## src/source/goc_pkg.sv

```systemverilog
package goc_pkg;

	typedef logic [7:0] byte_t;   // one bus or payload byte
	typedef logic [7:0] eid_t;    // event id, first byte of a frame
	typedef logic [6:0] count_t;  // payload bytes kept in the fifo
	typedef logic [21:0] speed_t; // clocks per pulse unit

	// summary of one received frame, handed on to the acknowledge
	typedef struct packed {
		eid_t   eid;
		count_t byte_count;
		logic   overflow;  // payload was cut at fifo depth
	} frame_info_t;

	// first byte of every acknowledge message
	localparam byte_t ACK_CODE = 8'h06;

endpackage

```

## src/source/frame_receiver.sv

```systemverilog
`timescale 1ns/1ns

module frame_receiver #(
	parameter goc_pkg::byte_t LINK_ADDR = 8'h66,
	parameter int FIFO_DEPTH = 16
) (
	input  logic                 clk,
	input  logic                 reset,
	input  goc_pkg::byte_t       ma_data,
	input  goc_pkg::byte_t       ma_addr,
	input  logic                 ma_data_valid,
	input  logic                 ma_frame_valid,
	input  logic                 busy,
	input  logic                 fifo_pop,
	output goc_pkg::byte_t       fifo_data,
	output logic                 fifo_empty,
	output logic                 frame_done,
	output goc_pkg::frame_info_t frame_info
);
	import goc_pkg::*;

	localparam int PTR_W = $clog2(FIFO_DEPTH);
	localparam int FILL_W = $clog2(FIFO_DEPTH + 1);

	byte_t mem [FIFO_DEPTH];
	logic [PTR_W-1:0] wr_ptr;
	logic [PTR_W-1:0] rd_ptr;
	logic [FILL_W-1:0] fill;   // bytes waiting in the fifo

	logic frame_q;      // ma_frame_valid one cycle ago
	logic first_seen;   // first strobe of this frame already taken
	logic accepted;     // this frame belongs to us
	logic wr_en;
	byte_t wr_data;
	eid_t eid;
	count_t byte_count;
	logic overflow;

	logic rd_en;

	assign rd_en = fifo_pop && !fifo_empty;
	assign fifo_empty = (fill == '0);
	assign fifo_data = mem[rd_ptr];
	assign frame_info = '{eid: eid, byte_count: byte_count, overflow: overflow};

	// frame tracking and accept decision
	always_ff @(posedge clk) begin
		if (reset) begin
			frame_q <= 1'b0;
			first_seen <= 1'b0;
			accepted <= 1'b0;
			frame_done <= 1'b0;
			wr_en <= 1'b0;
			byte_count <= '0;
			overflow <= 1'b0;
		end else begin
			frame_q <= ma_frame_valid;
			frame_done <= accepted && frame_q && !ma_frame_valid; // falling edge
			wr_en <= 1'b0;
			if (!ma_frame_valid) begin
				first_seen <= 1'b0;
				accepted <= 1'b0;
			end else if (ma_data_valid) begin
				first_seen <= 1'b1;
				if (!first_seen) begin
					// frame_done still high means the transmitter has not raised busy yet
					if (ma_addr == LINK_ADDR && !busy && !frame_done) begin
						accepted <= 1'b1;
						byte_count <= '0;
						overflow <= 1'b0;
					end
				end else if (accepted) begin
					// fifo is drained before a new frame, so the kept count is its fill level
					if (byte_count < count_t'(FIFO_DEPTH)) begin
						wr_en <= 1'b1;
						byte_count <= byte_count + 1'b1;
					end else begin
						overflow <= 1'b1; // byte dropped
					end
				end
			end
		end
	end

	always_ff @(posedge clk) begin
		if (ma_frame_valid && ma_data_valid) begin
			wr_data <= ma_data;
			if (!first_seen)
				eid <= ma_data;
		end
	end

	// circular payload fifo
	always_ff @(posedge clk) begin
		if (wr_en)
			mem[wr_ptr] <= wr_data;
	end

	always_ff @(posedge clk) begin
		if (reset) begin
			wr_ptr <= '0;
			rd_ptr <= '0;
			fill <= '0;
		end else begin
			if (wr_en)
				wr_ptr <= (wr_ptr == PTR_W'(FIFO_DEPTH - 1)) ? '0 : wr_ptr + 1'b1;
			if (rd_en)
				rd_ptr <= (rd_ptr == PTR_W'(FIFO_DEPTH - 1)) ? '0 : rd_ptr + 1'b1;
			case ({wr_en, rd_en})
				2'b10: fill <= fill + 1'b1;
				2'b01: fill <= fill - 1'b1;
				default: fill <= fill;
			endcase
		end
	end

endmodule

```

## src/source/pwm_transmitter.sv

```systemverilog
`timescale 1ns/1ns

module pwm_transmitter (
	input  logic                 clk,
	input  logic                 reset,
	input  goc_pkg::speed_t      goc_speed,
	input  logic                 goc_polarity,
	input  logic                 frame_done,
	input  goc_pkg::frame_info_t frame_info,
	input  goc_pkg::byte_t       fifo_data,
	input  logic                 fifo_empty,
	output logic                 fifo_pop,
	output logic                 busy,
	output logic                 ack_request,
	output goc_pkg::frame_info_t ack_info,
	output logic                 goc_pad
);
	import goc_pkg::*;

	typedef enum logic [1:0] {
		tx_idle,
		tx_load,    // fetch first byte or finish an empty frame
		tx_symbol   // shifting bits onto the line
	} tx_state_t;

	tx_state_t state;

	speed_t unit_cnt;        // clocks within the current unit
	logic [1:0] phase;       // unit within the bit, 0 to 2
	logic [2:0] bit_idx;     // msb first
	byte_t shift_q;
	frame_info_t info_q;

	logic unit_end;
	logic byte_end;
	logic load_byte;
	logic line;

	assign unit_end = (unit_cnt == goc_speed - 1'b1);
	assign byte_end = unit_end && (phase == 2'd2) && (bit_idx == 3'd0);
	assign load_byte = !fifo_empty &&
		((state == tx_load) || (state == tx_symbol && byte_end));
	assign fifo_pop = load_byte;
	assign ack_info = info_q;

	// pad code: unit 0 high, unit 1 carries the bit, unit 2 low
	always_comb begin
		line = 1'b0;
		if (state == tx_symbol) begin
			case (phase)
				2'd0: line = 1'b1;
				2'd1: line = shift_q[bit_idx];
				default: line = 1'b0;
			endcase
		end
	end

	always_ff @(posedge clk) begin
		if (reset) begin
			state <= tx_idle;
			busy <= 1'b0;
			ack_request <= 1'b0;
			unit_cnt <= '0;
			phase <= 2'd0;
			bit_idx <= 3'd7;
		end else begin
			ack_request <= 1'b0;
			case (state)
				tx_idle: begin
					if (frame_done) begin
						state <= tx_load;
						busy <= 1'b1;
					end
				end
				tx_load: begin
					if (fifo_empty) begin // eid only, nothing to send
						state <= tx_idle;
						busy <= 1'b0;
						ack_request <= 1'b1;
					end else begin
						state <= tx_symbol;
						unit_cnt <= '0;
						phase <= 2'd0;
						bit_idx <= 3'd7;
					end
				end
				tx_symbol: begin
					if (unit_end) begin
						unit_cnt <= '0;
						if (phase == 2'd2) begin
							phase <= 2'd0;
							bit_idx <= bit_idx - 1'b1; // wraps to 7 for the next byte
							if (bit_idx == 3'd0 && fifo_empty) begin
								state <= tx_idle;
								busy <= 1'b0;
								ack_request <= 1'b1;
							end
						end else begin
							phase <= phase + 1'b1;
						end
					end else begin
						unit_cnt <= unit_cnt + 1'b1;
					end
				end
				default: state <= tx_idle;
			endcase
		end
	end

	always_ff @(posedge clk) begin
		if (load_byte)
			shift_q <= fifo_data;
		if (state == tx_idle && frame_done)
			info_q <= frame_info; // held until the acknowledge has it
	end

	always_ff @(posedge clk) begin
		if (reset)
			goc_pad <= goc_polarity;
		else
			goc_pad <= line ^ goc_polarity;
	end

endmodule

```

## src/source/ack_generator.sv

```systemverilog
`timescale 1ns/1ns

module ack_generator (
	input  logic                 clk,
	input  logic                 reset,
	input  logic                 ack_request,
	input  goc_pkg::frame_info_t ack_info,
	output goc_pkg::byte_t       ack_data,
	output logic                 ack_data_valid,
	output logic                 ack_frame_valid
);
	import goc_pkg::*;

	// state names the byte currently on ack_data
	typedef enum logic [1:0] {
		ack_idle,
		ack_code,
		ack_eid,
		ack_status
	} ack_state_t;

	ack_state_t state;
	frame_info_t info_q;

	always_ff @(posedge clk) begin
		if (reset) begin
			state <= ack_idle;
			ack_data_valid <= 1'b0;
			ack_frame_valid <= 1'b0;
		end else begin
			case (state)
				ack_idle: begin
					if (ack_request) begin
						state <= ack_code;
						ack_data_valid <= 1'b1;
						ack_frame_valid <= 1'b1;
					end
				end
				ack_code: state <= ack_eid;
				ack_eid: state <= ack_status;
				default: begin // last byte out, close the message
					state <= ack_idle;
					ack_data_valid <= 1'b0;
					ack_frame_valid <= 1'b0;
				end
			endcase
		end
	end

	always_ff @(posedge clk) begin
		case (state)
			ack_idle: begin
				ack_data <= ACK_CODE;
				if (ack_request)
					info_q <= ack_info;
			end
			ack_code: ack_data <= info_q.eid;
			ack_eid: ack_data <= {info_q.overflow, info_q.byte_count}; // status byte
			default: ack_data <= ack_data;
		endcase
	end

endmodule

```

## src/source/goc_link.sv

```systemverilog
`timescale 1ns/1ns

module goc_link #(
	parameter goc_pkg::byte_t LINK_ADDR = 8'h66,
	parameter int FIFO_DEPTH = 16   // 2 to 127
) (
	input  logic            clk,
	input  logic            reset,
	input  goc_pkg::byte_t  ma_data,
	input  goc_pkg::byte_t  ma_addr,
	input  logic            ma_data_valid,
	input  logic            ma_frame_valid,
	input  goc_pkg::speed_t goc_speed,
	input  logic            goc_polarity,
	output logic            goc_pad,
	output goc_pkg::byte_t  ack_data,
	output logic            ack_data_valid,
	output logic            ack_frame_valid
);
	import goc_pkg::*;

	byte_t fifo_data;
	logic fifo_empty;
	logic fifo_pop;
	logic busy;
	logic frame_done;
	frame_info_t frame_info;
	logic ack_request;
	frame_info_t ack_info;

	frame_receiver #(
		.LINK_ADDR (LINK_ADDR),
		.FIFO_DEPTH(FIFO_DEPTH)
	) u_receiver (
		.clk           (clk),
		.reset         (reset),
		.ma_data       (ma_data),
		.ma_addr       (ma_addr),
		.ma_data_valid (ma_data_valid),
		.ma_frame_valid(ma_frame_valid),
		.busy          (busy),
		.fifo_pop      (fifo_pop),
		.fifo_data     (fifo_data),
		.fifo_empty    (fifo_empty),
		.frame_done    (frame_done),
		.frame_info    (frame_info)
	);

	pwm_transmitter u_transmitter (
		.clk         (clk),
		.reset       (reset),
		.goc_speed   (goc_speed),
		.goc_polarity(goc_polarity),
		.frame_done  (frame_done),
		.frame_info  (frame_info),
		.fifo_data   (fifo_data),
		.fifo_empty  (fifo_empty),
		.fifo_pop    (fifo_pop),
		.busy        (busy),
		.ack_request (ack_request),
		.ack_info    (ack_info),
		.goc_pad     (goc_pad)
	);

	ack_generator u_ack (
		.clk            (clk),
		.reset          (reset),
		.ack_request    (ack_request),
		.ack_info       (ack_info),
		.ack_data       (ack_data),
		.ack_data_valid (ack_data_valid),
		.ack_frame_valid(ack_frame_valid)
	);

endmodule

```

## config.mk

```make
export PLATFORM = sky130hd
export DESIGN_NAME = goc_link
export DESIGN_NICKNAME = d
export VERILOG_FILES = /design/src/source/goc_pkg.sv /design/src/source/frame_receiver.sv /design/src/source/pwm_transmitter.sv /design/src/source/ack_generator.sv /design/src/source/goc_link.sv
export SDC_FILE = /design/constraint.sdc
export NUM_CORES = 1
export LEC_CHECK = 0
export ABC_AREA = 1
export ABC_CLOCK_PERIOD_IN_PS = 5100
export BUFFER_PORTS_ARGS = -buffer_cell sky130_fd_sc_hd__buf_2
export CORE_UTILIZATION = 45
export CTS_CLUSTER_SIZE = 20
export DETAILED_ROUTE_END_ITERATION = 8
export GPL_ROUTABILITY_DRIVEN = 0
export GPL_TIMING_DRIVEN = 1
export PLACE_DENSITY = 0.6
export SYNTH_ARGS = -nofsm -noshare
export SYNTH_HDL_FRONTEND = slang
export SYNTH_SLANG_ARGS = --single-unit
```

## constraint.sdc

```tcl
create_clock -name clk -period 5.1 [get_ports clk]
set_input_delay 0.51 -clock clk [delete_from_list [all_inputs] [get_ports clk]]
set_output_delay 0.51 -clock clk [all_outputs]
set_load 0.01 [all_outputs]
```

Word-level counts from Yosys, hierarchy flattened
Memories as Yosys holds them, arrays and structs flattened. A register that Yosys moved wholly into a read port is not among the register bits.
Index checks and enable logic that the tools add are counted.
- output and inout port bits: 11
- input bits: 43
- flip-flop bits (word level): 117
- RAM bits: 128
- memories kept: 1
- memories (name ; depth ; width ; rd ports ; clocked after memory_dff ; wr ports ; line ; RTL):
    u_receiver.mem ; 16 ; 8 ; 1 ; 1 ; 1 ; frame_receiver.sv:25 ; byte_t mem [FIFO_DEPTH];
- add/sub/neg operators: 9
- mux-type cells: 52
- equality and inequality tests: 22
- $lt $le $gt $ge: 2
- bitwise logic cells: 6
- reductions and logical operators: 41
- operator list (kind ; number):
    22-bit two-way mux ; 2
    22-bit one-hot mux with 2 select lines ; 1
    7-bit two-way mux ; 4
    8-bit one-hot mux with 3 select lines ; 1
    22-bit by 1-bit adder with 22-bit output (second input constant) ; 1
    22-bit == test ; 1
    22-bit by 1-bit subtractor with 22-bit output (second input constant) ; 1
    1-bit two-way mux ; 20
    2-bit two-way mux ; 9
    2-bit != test (second input constant) ; 8
    1-bit logical AND ; 12
    2-bit one-hot mux with 3 select lines ; 2
    5-bit one-hot mux with 2 select lines ; 1
    5-bit AND reduction ; 2
    3-bit two-way mux ; 3
    4-bit by 1-bit adder with 4-bit output (second input constant) ; 2
    2-bit by 1-bit == test with 1-bit output (second input constant) ; 4
    2-bit == test (second input constant) ; 4
    4-bit == test (second input constant) ; 2
    8-bit by 7-bit == test with 1-bit output (second input constant) ; 1
    4-bit two-way mux ; 2
    2-bit AND reduction ; 4
    4-bit AND reduction ; 2
    7-bit by 1-bit adder with 7-bit output (second input constant) ; 1
    25 further kinds ; 42

Depth between registers and ports, before layout
Gate-level depths: netlist (run 1).
- word-level depth: 10
- mapped depth: 25
- depth with buffers taken out: 25

By module
From an unflattened synthesis (run 1), not the netlist that was laid out.
- cells, all modules: 1196
- area, all modules: 11668.7 um^2
- modules (own cells, without submodules) (module ; times used ; cells each ; area each (um^2) ; seq. area each (um^2)):
    frame_receiver ; 1 ; 626 ; 7093.1 ; 4924.7
    pwm_transmitter ; 1 ; 488 ; 3509.6 ; 1361.3
    ack_generator ; 1 ; 82 ; 1066.0 ; 780.7

Worst setup path after synthesis (run 1)
Ideal clock, no wire load.
- path type: input to register
- start point: input goc_speed[0]
- end point: register u_receiver.fill[4]
- required time: 5.030 ns
- arrival time: 3.242 ns
- cell stages on the path: 25
- path buffers: 1
- path slack: 1.788 ns
- cells stage by stage: inv_1 ha_1 nand3_4 nor2_4 buf_6 nand3_1 nand2_1 nand2_1 inv_1 nand2_1 nor2_2 nand4_1 nand2_2 nand2_2 inv_1 ha_1 inv_1 fa_1 inv_1 a31oi_1 inv_1 nor2_1 nor3_1 o21ai_0 a21oi_1
- longest elaborated chain between the ends: 10
- elaborated cells between the ends (all ways): 12
- ends and longest elaborated chain (what ; line ; RTL):
    start: declaration ; goc_link.sv:13 ; input goc_pkg::speed_t goc_speed,
    22-bit by 1-bit subtractor with 22-bit output * ; pwm_transmitter.sv:39 ; assign unit_end = (unit_cnt == goc_speed - 1'b1);
    22-bit == test * ; pwm_transmitter.sv:39 ;
    1-bit logical AND * (2 in a row) ; pwm_transmitter.sv:40 ; assign byte_end = unit_end && (phase == 2'd2) && (bit_idx == 3'd0);
    1-bit logical AND * ; pwm_transmitter.sv:42 ; ((state == tx_load) || (state == tx_symbol && byte_end));
    1-bit logical OR * ; pwm_transmitter.sv:42 ;
    1-bit logical AND * ; pwm_transmitter.sv:41 ; assign load_byte = !fifo_empty &&
    1-bit logical AND * ; frame_receiver.sv:41 ; assign rd_en = fifo_pop && !fifo_empty;
    2-bit by 1-bit == test with 1-bit output / 2-bit == test (equally long branches) ; frame_receiver.sv:109 ; case ({wr_en, rd_en})
    5-bit one-hot mux with 2 select lines / 2-bit nonzero test (equally long branches) ; -- ;
    end signal: assignment ; frame_receiver.sv:110 ; 2'b10: fill <= fill + 1'b1;
    end signal: assignment ; frame_receiver.sv:111 ; 2'b01: fill <= fill - 1'b1;
    end signal: assignment ; frame_receiver.sv:112 ; default: fill <= fill;
    end: declaration ; frame_receiver.sv:28 ; logic [FILL_W-1:0] fill;
Every way passes the cells marked *; elsewhere a longest branch is shown, timed or not.
A chain may end at the register's enable or synchronous reset.

Final worst setup path (run 1)
Same ends and word-level chain as after synthesis.

==> impl_metrics.json, run 1 <==
{
  "worstMarginPinSlew_ps": 850.7,
  "synth_area_mm2": 0.01137,
  "layout_commonest_cell": "edfxtp_1",
  "finClkSkew_ps": 10.41,
  "start_kind": "input port",
  "post-route-period-util_pct": 67.77,
  "grt_pass1_vias": 7325,
  "wl_per_cell_um": 15.74,
  "ctsHoldBuffers": 0,
  "postLayoutCellArea_mm2": 0.01276,
  "cts-root-buf": "clkbuf_16",
  "yosysWarnings": 0,
  "antenna_found_initial": 0,
  "finalHoldViolCount": 0,
  "internal-power_uw": 3615,
  "dr_total_vias": 7710,
  "cts_tree": "built",
  "drt_wl_total_mm": 23.54,
  "drive_gt1_share_pct": 12.12,
  "portBuffers": 53,
  "nFillCells": 2240,
  "final_max_slew_viol_count": 0,
  "pwr_density_cell_mw_per_mm2": 368.8,
  "grt_overflow": 0,
  "power_frac_seq_pct": 49.8,
  "grt_max_degree": 67,
  "p_leak_uw": 0.004614,
  "num_antenna_cells": 0,
  "ys_seq_area_share_pct": 61.42,
  "timing.setup.tns_ps": 0,
  "clk_pin_slew_ps": 60,
  "cts_setup_buffers": 0,
  "drc_errors": 0,
  "switching_share_pct": 23.19,
  "critical_path_required_ps": 5540,
  "avgSynthCellArea_um2": 10.28,
  "first_pass_iters": 5,
  "synth_edf_count": 192,
  "cts_made_buffers": 27,
  "die_y_um": 161.0,
  "dp.cells": 1448,
  "max-slew-margin-rel_pct": 43.08,
  "setup_viol": 0,
  "drtIter0Drc": 478,
  "timing.fmax_ghz": 0.2893,
  "cts.sinks": 253,
  "viasPerCell": 5.154,
  "cts_htree_levels": 1,
  "fin_nets": 1218,
  "fin_cells": 1496,
  "end_kind": "register",
  "start_util_pct": 46.36,
  "fin_crit_ps": 3456,
  "synth_seq_cells": 253,
  "grt_util_all_layers_pct": 18.53,
  "status": "complete, no violations",
  "hold_class": "in -> reg",
  "fp.coreArea_mm2": 0.02453,
  "layout_common_cells": "192 x edfxtp_1, 187 x nand2_1, 149 x nor2_1",
  "max_cap_violations": 0,
  "clock_power_share_pct": 41.0,
  "crit_arrival_ps": 3890,
  "crit_path_max_fanout": 12,
  "ys_types": 49,
  "row_count": 57,
  "ir_drop_uv": 305.2,
  "ant_nets": 0,
  "clk_path_buf_depth": 3,
  "power.switching_uw": 1092,
  "combPwrFrac_pct": 9.2,
  "synth_cells": 1106,
  "postCtsResizedCells": 0,
  "async_flop_share_pct": 0,
  "io_pins": 54,
  "dpl_cell_area_mm2": 0.01189,
  "syn2layout_area_growth_pct": 12.21,
  "dieWidth_um": 161.0,
  "die_area_mm2": 0.02592,
  "hpwl_mm": 15.60,
  "critPathKind": "in -> reg",
  "worst_skew_pair.late_latency_ps": 520,
  "grt_pass1_wl_mm": 37.82,
  "synthFlopType": "edfxtp_1",
  "rsz0062_at_grt": "false",
  "syn_nets": 1171
}
## state kept, by name, summed over array words and instances (netlist names), 2 cells and up
name                    cells
u_receiver.fill             5
u_receiver.wr_data          8
u_ack.state                 2
u_receiver.eid              8
u_ack.ack_data              8
u_receiver.byte_count       7
u_receiver.mem            128
u_transmitter.ack_info     16
u_transmitter.shift_q       8
u_ack.info_q               16
u_receiver.rd_ptr           4
u_transmitter.phase         2
u_transmitter.bit_idx       3
u_receiver.wr_ptr           4
u_transmitter.state         2
u_transmitter.unit_cnt     22
## area by class of cell
| type | count | area [µm²] | area share (%) |
|---|---|---|---|
| well taps | 324 | 405.4 | 3.176 |
| flip-flops and latches | 253 | 6988 | 54.75 |
| multi-input cells | 716 | 3826 | 29.98 |
| repair buffers | 58 | 302.8 | 2.372 |
| inverters | 97 | 364.1 | 2.853 |
| clock buffers | 33 | 698.2 | 5.470 |
| clock inverters | 15 | 178.9 | 1.402 |
## synth_stat cells, types with 3 or more instances
cell,number,area share (%)
a21oi_1,42,1.8
a221o_1,3,0.26
buf_6,3,0.30
clkbuf_1,31,1.0
clkinv_1,5,0.17
dfxtp_1,61,11
edfxtp_1,192,51
ha_1,21,2.3
inv_1,90,3.0
nand2_1,187,6.2
nand2_2,6,0.33
nand3_1,54,2.4
nand3_2,3,0.26
nand3b_1,6,0.40
nand4_1,16,0.88
nor2_1,149,4.9
nor2_2,8,0.44
nor2_4,13,1.3
nor3_1,19,0.84
nor3b_1,9,0.59
nor4_1,5,0.27
o211ai_1,4,0.26
o21ai_0,82,3.6
o221ai_1,12,0.92
o22ai_1,20,1.1
or2_2,3,0.17
xnor2_1,16,1.2
xor2_1,18,1.4
## critical path, stage by stage
cell and delay [ps]:
buf_2 120, inv_1 120, ha_1 270, nand3_4 130, nor2_4 270, nand2_1 80
nand2_1 70, nand2_1 50, nor2_1 80, nand2_1 70, nor2_2 130, nand4_1 170
nand2_2 150, nand2_2 110, inv_1 80, ha_1 240, inv_1 100, fa_1 420
inv_1 70, a31oi_1 90, inv_1 70, nor2_1 40, nor3_1 190, o21ai_0 100
a21oi_1 170
## kinds of logic after synthesis
group                    Yosys count  share of synthesized area, %
buffers and inverters            137                         4.939
AO/OA/AOI/OAI                    173                         8.712
AND/OR/NAND/NOR                  486                         19.73
multiplexers                       1                       0.08800
flip-flops                       253                         61.42
XOR/XNOR                          34                         2.618
adder cells (fa/ha/maj)           22                         2.486
## power groups by stage
stage	sequential [µW]	combinational (µW)	clock (µW)
after floorplan	2380	316	0
after global placement	2390	431	0
after detailed placement	2390	434	0
after CTS	2350	435	1980
after global routing	2350	494	2060
final	2350	431	1930
## stage by stage
| stage | hold WS, ps | total power, µW | setup WS (ps) | util (%) |
|---|---|---|---|---|
| global placement | 403.3 | 2820 | 1356 | 48.45 |
| floorplan | 400.3 | 2699 | 1788 | - |
| CTS | 170.7 | 4762 | 1655 | 52.02 |
| detailed placement | 404.5 | 2823 | 1188 | 48.45 |
| finish | 191.8 | 4707 | 1644 | 52.02 |
| global route | 181.1 | 4904 | 1208 | 52.02 |
## routing by layer
layer	part of all wire, %	vias to the layer above	GRT usage [%]
li1	-	3909	-
met1	46	3575	25.70
met2	46	183	30.31
met3	4.9	43	2.542
met4	2.5	0	5.575
met5	0	-	0
## path summary, 6_finish.rpt
check / slack, ps / end / start / cells after the start
min: 190 / u_receiver.wr_data[3]$_DFFE_PP_ / ma_data[3] / 1
min reg2reg: 420 / u_ack.info_q[11]$_DFFE_PP_ / u_transmitter.ack_info[11]$_DFFE_PP_ / 0
max: 1640 / u_receiver.fill[4]$_SDFFE_PP0P_ / goc_speed[0] / 25
max reg2reg: 1640 / u_receiver.fill[4]$_SDFFE_PP0P_ / u_transmitter.state[0]$_SDFFE_PP0P_ / 18
Power figures use the tool's default switching activity.
==> run 2: changes to the inputs <==
- ABC_AREA: 1 -> 0
- ABC_CLOCK_PERIOD_IN_PS: 5100 -> 3100
- PLACE_DENSITY: 0.6 -> 0.63
- clock period: 5.1 -> 3.1 ns (I/O delays scaled with it)
==> impl_metrics.json, run 2 <==
{
  "start_kind": "register",
  "wl_per_cell_um": 18.01,
  "crit_arrival_ps": 3930,
  "cp_top_family": "simple AND/OR/NAND/NOR gates",
  "layout_common_cells": "192 x edfxtp_1, 78 x buf_4, 63 x nor2_1",
  "start_util_pct": 45.74,
  "grt_util_all_layers_pct": 18.32,
  "syn_nets": 833,
  "violations": "setup timing",
  "rsz0062_at_grt": "true",
  "grt_max_degree": 36,
  "synth_seq_cells": 253,
  "hold_end": "u_receiver.first_seen$_SDFFE_PP0P_",
  "cts.sinks": 253,
  "power.switching_uw": 1488,
  "avgSynthCellArea_um2": 14.40,
  "met3_usage_pct": 2.586,
  "synth_area_mm2": 0.01106,
  "antenna_found_initial": 0,
  "synthTopCellsByCount": "192 x edfxtp_1, 63 x nor2_1, 61 x dfxtp_1, 43 x nand2_1, 42 x mux4_2",
  "dieWidth_um": 158.8,
  "ant_nets": 0,
  "die_area_mm2": 0.02521,
  "max-slew-margin-rel_pct": 49.60,
  "busiest_layer": "met2",
  "clock_power_share_pct": 42.2,
  "yosysMostFrequentCell": "edfxtp_1",
  "use_met1_pct": 23.23,
  "dr_total_vias": 6685,
  "use_met2_pct": 32.34,
  "yosysTopAreaCellShare_pct": 52.13,
  "async_flop_share_pct": 0,
  "top_register": "u_receiver.mem",
  "drtIter0Drc": 433,
  "critPathKind": "reg -> reg",
  "r2r_slack_ps": -380,
  "synth_cells": 768,
  "r2r_end": "u_receiver.fill[4]$_SDFFE_PP0P_",
  "yosysWarnings": 0,
  "switching_share_pct": 21.28,
  "power_frac_seq_pct": 53.4,
  "row_count": 57,
  "slowest_delay_ps": 560,
  "largest_register_ffs": 128,
  "grt_pass1_wl_mm": 36.51,
  "cts-root-buf": "clkbuf_16",
  "synth_edf_count": 192,
  "fp.coreArea_mm2": 0.02418,
  "first_pass_iters": 5,
  "combPwrFrac_pct": 4.4,
  "status": "finished, violations left",
  "finClkSkew_ps": 12.02,
  "final_max_slew_viol_count": 0,
  "path_cells": "xor2_2 -> xnor2_1 -> nand3_1 -> or4_4 -> a2111oi_4 -> nand4_2 -> a21oi_2 -> ha_2 -> inv_2 -> fa_2 -> inv_2 -> a21o_1 -> a21oi_2 -> xnor2_2 -> or3_1 -> a21oi_1",
  "yosys.area.top_type": "edfxtp_1",
  "p_leak_uw": 0.004596,
  "min_path_cells": 3,
  "timing.fmax_ghz": 0.2876,
  "hold_start": "ma_data_valid",
  "syn2layout_area_growth_pct": 19.20,
  "final_util_pct": 54.53,
  "num_antenna_cells": 0,
  "portBuffers": 53,
  "worstMarginPinSlew_ps": 756.0,
  "pwr_density_cell_mw_per_mm2": 530.7,
  "ff_latch_area_mm2": 0.006992,
  "crit_slowest_cell": "or4_4",
  "startpoint": "u_transmitter.unit_cnt[3]$_SDFFE_PP0P_",
  "grt_pass1_vias": 6945,
  "r2r_cells": 16,
  "io_pins": 54,
  "cts_made_buffers": 27,
  "setup_ws_ps": -377.3,
  "fin_crit_ps": 3477,
  "finalHoldViolCount": 0,
  "synthFlopType": "edfxtp_1",
  "end_kind": "register",
  "worst_skew_pair.late_latency_ps": 530,
  "ir_drop_uv": 365.3,
  "post-route-period-util_pct": 112.2,
  "grt_overflow": 0,
  "cts_htree_levels": 1,
  "critical_path_required_ps": 3550,
  "multi_input_area_mm2": 0.003876,
  "drive_gt1_share_pct": 28.42,
  "hpwl_mm": 15.69,
  "ys_seq_area_share_pct": 63.17,
  "nFillCells": 1987,
  "r2r-start": "u_transmitter.unit_cnt[3]$_SDFFE_PP0P_",
  "clk_pin_slew_ps": 60,
  "hold_class": "in -> reg",
  "clk_path_buf_depth": 3,
  "crit_buf_inv": 2,
  "dpl_cell_area_mm2": 0.01217,
  "setup_viol": 12,
  "die_y_um": 158.8,
  "drt_wl_total_mm": 22.57,
  "fin_nets": 974,
  "reg_top3": "u_receiver.mem (128), u_transmitter.unit_cnt (22)",
  "layout_commonest_cell": "edfxtp_1",
  "drc_errors": 0,
  "max_cap_violations": 0,
  "internal-power_uw": 5508,
  "viasPerCell": 5.335,
  "postLayoutCellArea_mm2": 0.01318,
  "crit_path_max_fanout": 5,
  "yosys-top-cells-area": "edfxtp_1 52%, dfxtp_1 11%, mux4_2 8.6%",
  "cts_tree": "built",
  "ys_types": 62
}
## run 2: cell count changes in the layout (fill, tap and decap cells not counted), sizes merged, moves of 11 or more
cell,previous run,this run
o221ai,12,0
and2,2,23
inv,93,29
nor2,170,63
buf,58,133
xor2,18,30
o21ai,84,7
o22ai,20,0
xnor2,16,27
a21oi,42,25
mux4,0,42
nor3,19,32
nand2,196,43
nand3,58,17
## run 2: logic make-up (layout without fill, tap and decap cells)
| kind of cell | after synthesis | after routing | share of synthesized area (%) |
|---|---|---|---|
| mux | 53 | 53 | 9.571 |
| flops | 253 | 253 | 63.17 |
| buf+inv | 60 | 221 | 2.229 |
| xor+xnor | 57 | 57 | 4.514 |
| compound gates | 78 | 78 | 5.057 |
| simple gates | 245 | 245 | 12.90 |
| fa+ha+maj | 22 | 22 | 2.557 |
## run 2: timing repair
item,4_1_cts,5_1_grt
resized for setup,5,2
pin swaps,6,1
setup endpoints to repair,4,15
setup buffers,9,1
hold endpoints to repair,18,0
hold buffers,10,0
## run 2: power groups by stage
stage | clock, µW | sequential [µW] | combinational, µW
after global routing | 3120 | 3740 | 344
after global placement | 0 | 3800 | 288
after CTS | 3000 | 3740 | 311
after detailed placement | 0 | 3810 | 298
after floorplan | 0 | 3780 | 174
final | 2950 | 3730 | 310
## run 2: layer usage
metal | wire [µm] | share of wire [%] | vias to the layer above
met5 | 0 | 0 | -
met4 | 584 | 2.6 | 0
met3 | 851 | 3.8 | 42
met2 | 11460 | 51 | 149
met1 | 9671 | 43 | 3307
li1 | - | - | 3187
## run 2: area by class of cell
class                   instances  area share [%]
flip-flops and latches        253           53.04
multi-input cells             455           29.40
inverters                      29          0.8257
clock inverters                14          0.7878
well taps                     324           3.075
repair buffers                143           7.517
clock buffers                  35           5.353
## run 2: how the worst max path moves through the flow
stage	end	slack, ps	cells past startpoint
final	u_receiver.fill[4]$_SDFFE_PP0P_	-380	16
after global routing	u_receiver.fill[4]$_SDFFE_PP0P_	-520	16
after CTS	u_receiver.fill[4]$_SDFFE_PP0P_	-410	16
after detailed placement	u_receiver.fill[4]$_SDFFE_PP0P_	-870	16
after global placement	u_receiver.fill[4]$_SDFFE_PP0P_	-710	16
after floorplan	u_receiver.fill[4]$_SDFFE_PP0P_	-680	15
## run 2: worst reg2reg max path: cells and delay by family, from the launching register on
| kind | cells | cell delay, ps |
|---|---|---|
| AOI/OAI and AO/OA | 5 | 770 |
| xor gates and xnor gates | 3 | 460 |
| adders and majority gates | 2 | 570 |
| buffers and inverters | 2 | 100 |
| DFF | 1 | 370 |
| and+or+nand+nor | 4 | 1130 |
## run 2: stage by stage
| stage | setup WS [ps] | setup TNS, ps | hold slack (ps) | power [µW] | cells |
|---|---|---|---|---|---|
| final | -377.3 | -3535 | 72.07 | 6996 | 1253 |
| after detailed placement | -874.3 | -2607 | 404.5 | 4106 | 1184 |
| after global routing | -523.2 | -5469 | 103.6 | 7206 | 1253 |
| after CTS | -405.8 | -3661 | 57.79 | 7051 | 1252 |
| after global placement | -708.8 | -2005 | 402.6 | 4090 | 1184 |
| after floorplan | -676.9 | -1803 | 385.7 | 3958 | 768 |
==> run 3: changes to the inputs <==
- ABC_CLOCK_PERIOD_IN_PS: 3100 -> 3200
- CORE_UTILIZATION: 45 -> 30
- PLACE_DENSITY: 0.63 -> 0.44
- clock period: 3.1 -> 3.2 ns (I/O delays scaled with it)
==> impl_metrics.json, run 3 (synthesis gave the netlist of run 2 again) <==
{
  "power.total_uw": 7345,
  "fp.coreArea_mm2": 0.03591,
  "drt_wl_total_mm": 23.72,
  "rsz0062_at_grt": "true",
  "status": "finished, violations left",
  "finalHoldViolCount": 0,
  "worstMarginPinSlew_ps": 889.2,
  "fin_crit_ps": 3557,
  "cts.sinks": 253,
  "cts_tree": "built",
  "cts_htree_levels": 1,
  "finClkSkew_ps": 17.78,
  "critical_path_required_ps": 3680,
  "crit_arrival_ps": 4040,
  "clk_pin_slew_ps": 70,
  "path_cells": "xor2_2 -> nand3_1 -> a2bb2oi_1 -> or4_4 -> a2111oi_4 -> nand4_2 -> a21oi_2 -> ha_2 -> inv_2 -> fa_2 -> inv_1 -> a21o_1 -> a21oi_1 -> xnor2_1 -> or3_1 -> a21oi_1",
  "die_area_mm2": 0.03764,
  "grt_max_degree": 37,
  "grt_util_all_layers_pct": 12.79,
  "die_y_um": 194,
  "nFillCells": 3446,
  "num_antenna_cells": 0,
  "multi_input_area_mm2": 0.003892,
  "r2r_slack_ps": -360,
  "dr_total_vias": 6532,
  "timing.fmax_ghz": 0.2811,
  "max_cap_violations": 0,
  "postLayoutCellArea_mm2": 0.01368,
  "final_max_slew_viol_count": 0,
  "ant_nets": 0,
  "antenna_found_initial": 0,
  "row_count": 69,
  "cp_common_cell": "a21oi_1",
  "max-slew-margin-rel_pct": 40.72,
  "p_leak_uw": 0.004765,
  "cts_made_buffers": 29,
  "slowest_delay_ps": 540,
  "wl_per_cell_um": 16.84,
  "viasPerCell": 4.636,
  "cts-root-buf": "clkbuf_16",
  "grt_overflow": 0,
  "layout_common_cells": "192 x edfxtp_1, 90 x buf_4, 63 x nor2_1",
  "first_pass_iters": 4,
  "layout_commonest_cell": "edfxtp_1",
  "worst_skew_pair.late_latency_ps": 560,
  "crit_slowest_cell": "or4_4",
  "portBuffers": 53,
  "final_util_pct": 38.09,
  "top_register": "u_receiver.mem",
  "hpwl_mm": 16.59,
  "io_pins": 54,
  "end_kind": "register",
  "grt_pass1_wl_mm": 38.05,
  "dieWidth_um": 194,
  "reg_top3": "u_receiver.mem (128), u_transmitter.unit_cnt (22)",
  "ff_latch_area_mm2": 0.006990,
  "start_kind": "register",
  "start_util_pct": 30.79,
  "fin_nets": 990,
  "ir_drop_uv": 430.7,
  "setup_ws_ps": -357.3,
  "critPathKind": "reg -> reg",
  "syn2layout_area_growth_pct": 23.70,
  "post-route-period-util_pct": 111.2,
  "drc_errors": 0,
  "dpl_cell_area_mm2": 0.01246,
  "largest_register_ffs": 128,
  "setup_viol": 4,
  "clk_path_buf_depth": 3,
  "violations": "setup timing",
  "grt_pass1_vias": 6764,
  "drive_gt1_share_pct": 30.38,
  "post-place-ws_ps": -765.2,
  "drtIter0Drc": 287,
  "hold_class": "in -> reg",
  "crit_path_max_fanout": 4,
  "pwr_density_cell_mw_per_mm2": 536.9
}
-- run 3: cell types whose count changed in the layout (fill, tap and decap cells not counted), sizes merged --
| cell | before | now |
|---|---|---|
| clkinvlp | 2 | 3 |
| bufinv | 1 | 3 |
| clkinv | 11 | 8 |
| clkbuf | 35 | 40 |
| buf | 133 | 146 |
| dlygate4sd3 | 10 | 11 |
-- run 3: power by group --
part | total, µW | switching [µW] | internal [µW] | leakage [µW]
Combinational | 308 | 168 | 140 | 0.00203
Sequential | 3620 | 50.6 | 3570 | 0.00224
Clock | 3420 | 1330 | 2090 | 0.000489
-- run 3: stage by stage --
step / TNS, ps / cells / hold slack (ps)
2_1_floorplan: -1465 / 768 / 395.7
3_3_place_gp: -2240 / 1337 / 401.0
3_5_place_dp: -2520 / 1337 / 405.2
4_1_cts: -596.0 / 1407 / 94.82
5_1_grt: -1530 / 1409 / 118.1
6_report: -821.8 / 1409 / 114.0
-- run 3: final cells by class --
type,instances,share of cell area (%)
multi-input combinational,455,28.45
timing repair buffer,157,8.057
inverter,29,0.7957
sequential,253,51.10
clock buffer,40,6.192
tap,461,4.216
clock inverter,14,1.189
-- run 3: per-layer routing --
layer	vias up	part of all wire (%)	GRT usage (%)
met5	-	0	0
met2	78	47	21.40
met4	0	2.3	3.380
li1	3230	-	-
met1	3184	47	17.23
met3	40	2.8	2.018
-- run 3: worst max-delay path: cells and delay by family (launching register included) --
kind                     cells  cell delay [ps]
AO/OA/AOI/OAI                6             1060
XOR/XNOR                     2              290
adder cells (fa/ha/maj)      2              580
buffers and inverters        2              110
flip-flops                   1              350
AND/OR/NAND/NOR              4             1100
-- run 3: path summary, 6_finish.rpt --
kind,start,end,depth (start not counted)
max,u_transmitter.unit_cnt[8]$_SDFFE_PP0P_,u_receiver.fill[4]$_SDFFE_PP0P_,16
min,reset,u_receiver.wr_ptr[2]$_SDFFE_PP0P_,2
max reg2reg,u_transmitter.unit_cnt[8]$_SDFFE_PP0P_,u_receiver.fill[4]$_SDFFE_PP0P_,16
min reg2reg,u_transmitter.ack_info[7]$_DFFE_PP_,u_ack.info_q[7]$_DFFE_PP_,0
-- run 3: what timing repair did --
item	CTS	global route
buffers inserted	6	2
pin swaps	6	6
endpoints found under the setup margin	4	4
hold buffers	11	0
hold endpoints to repair	19	0
resized for setup	4	4
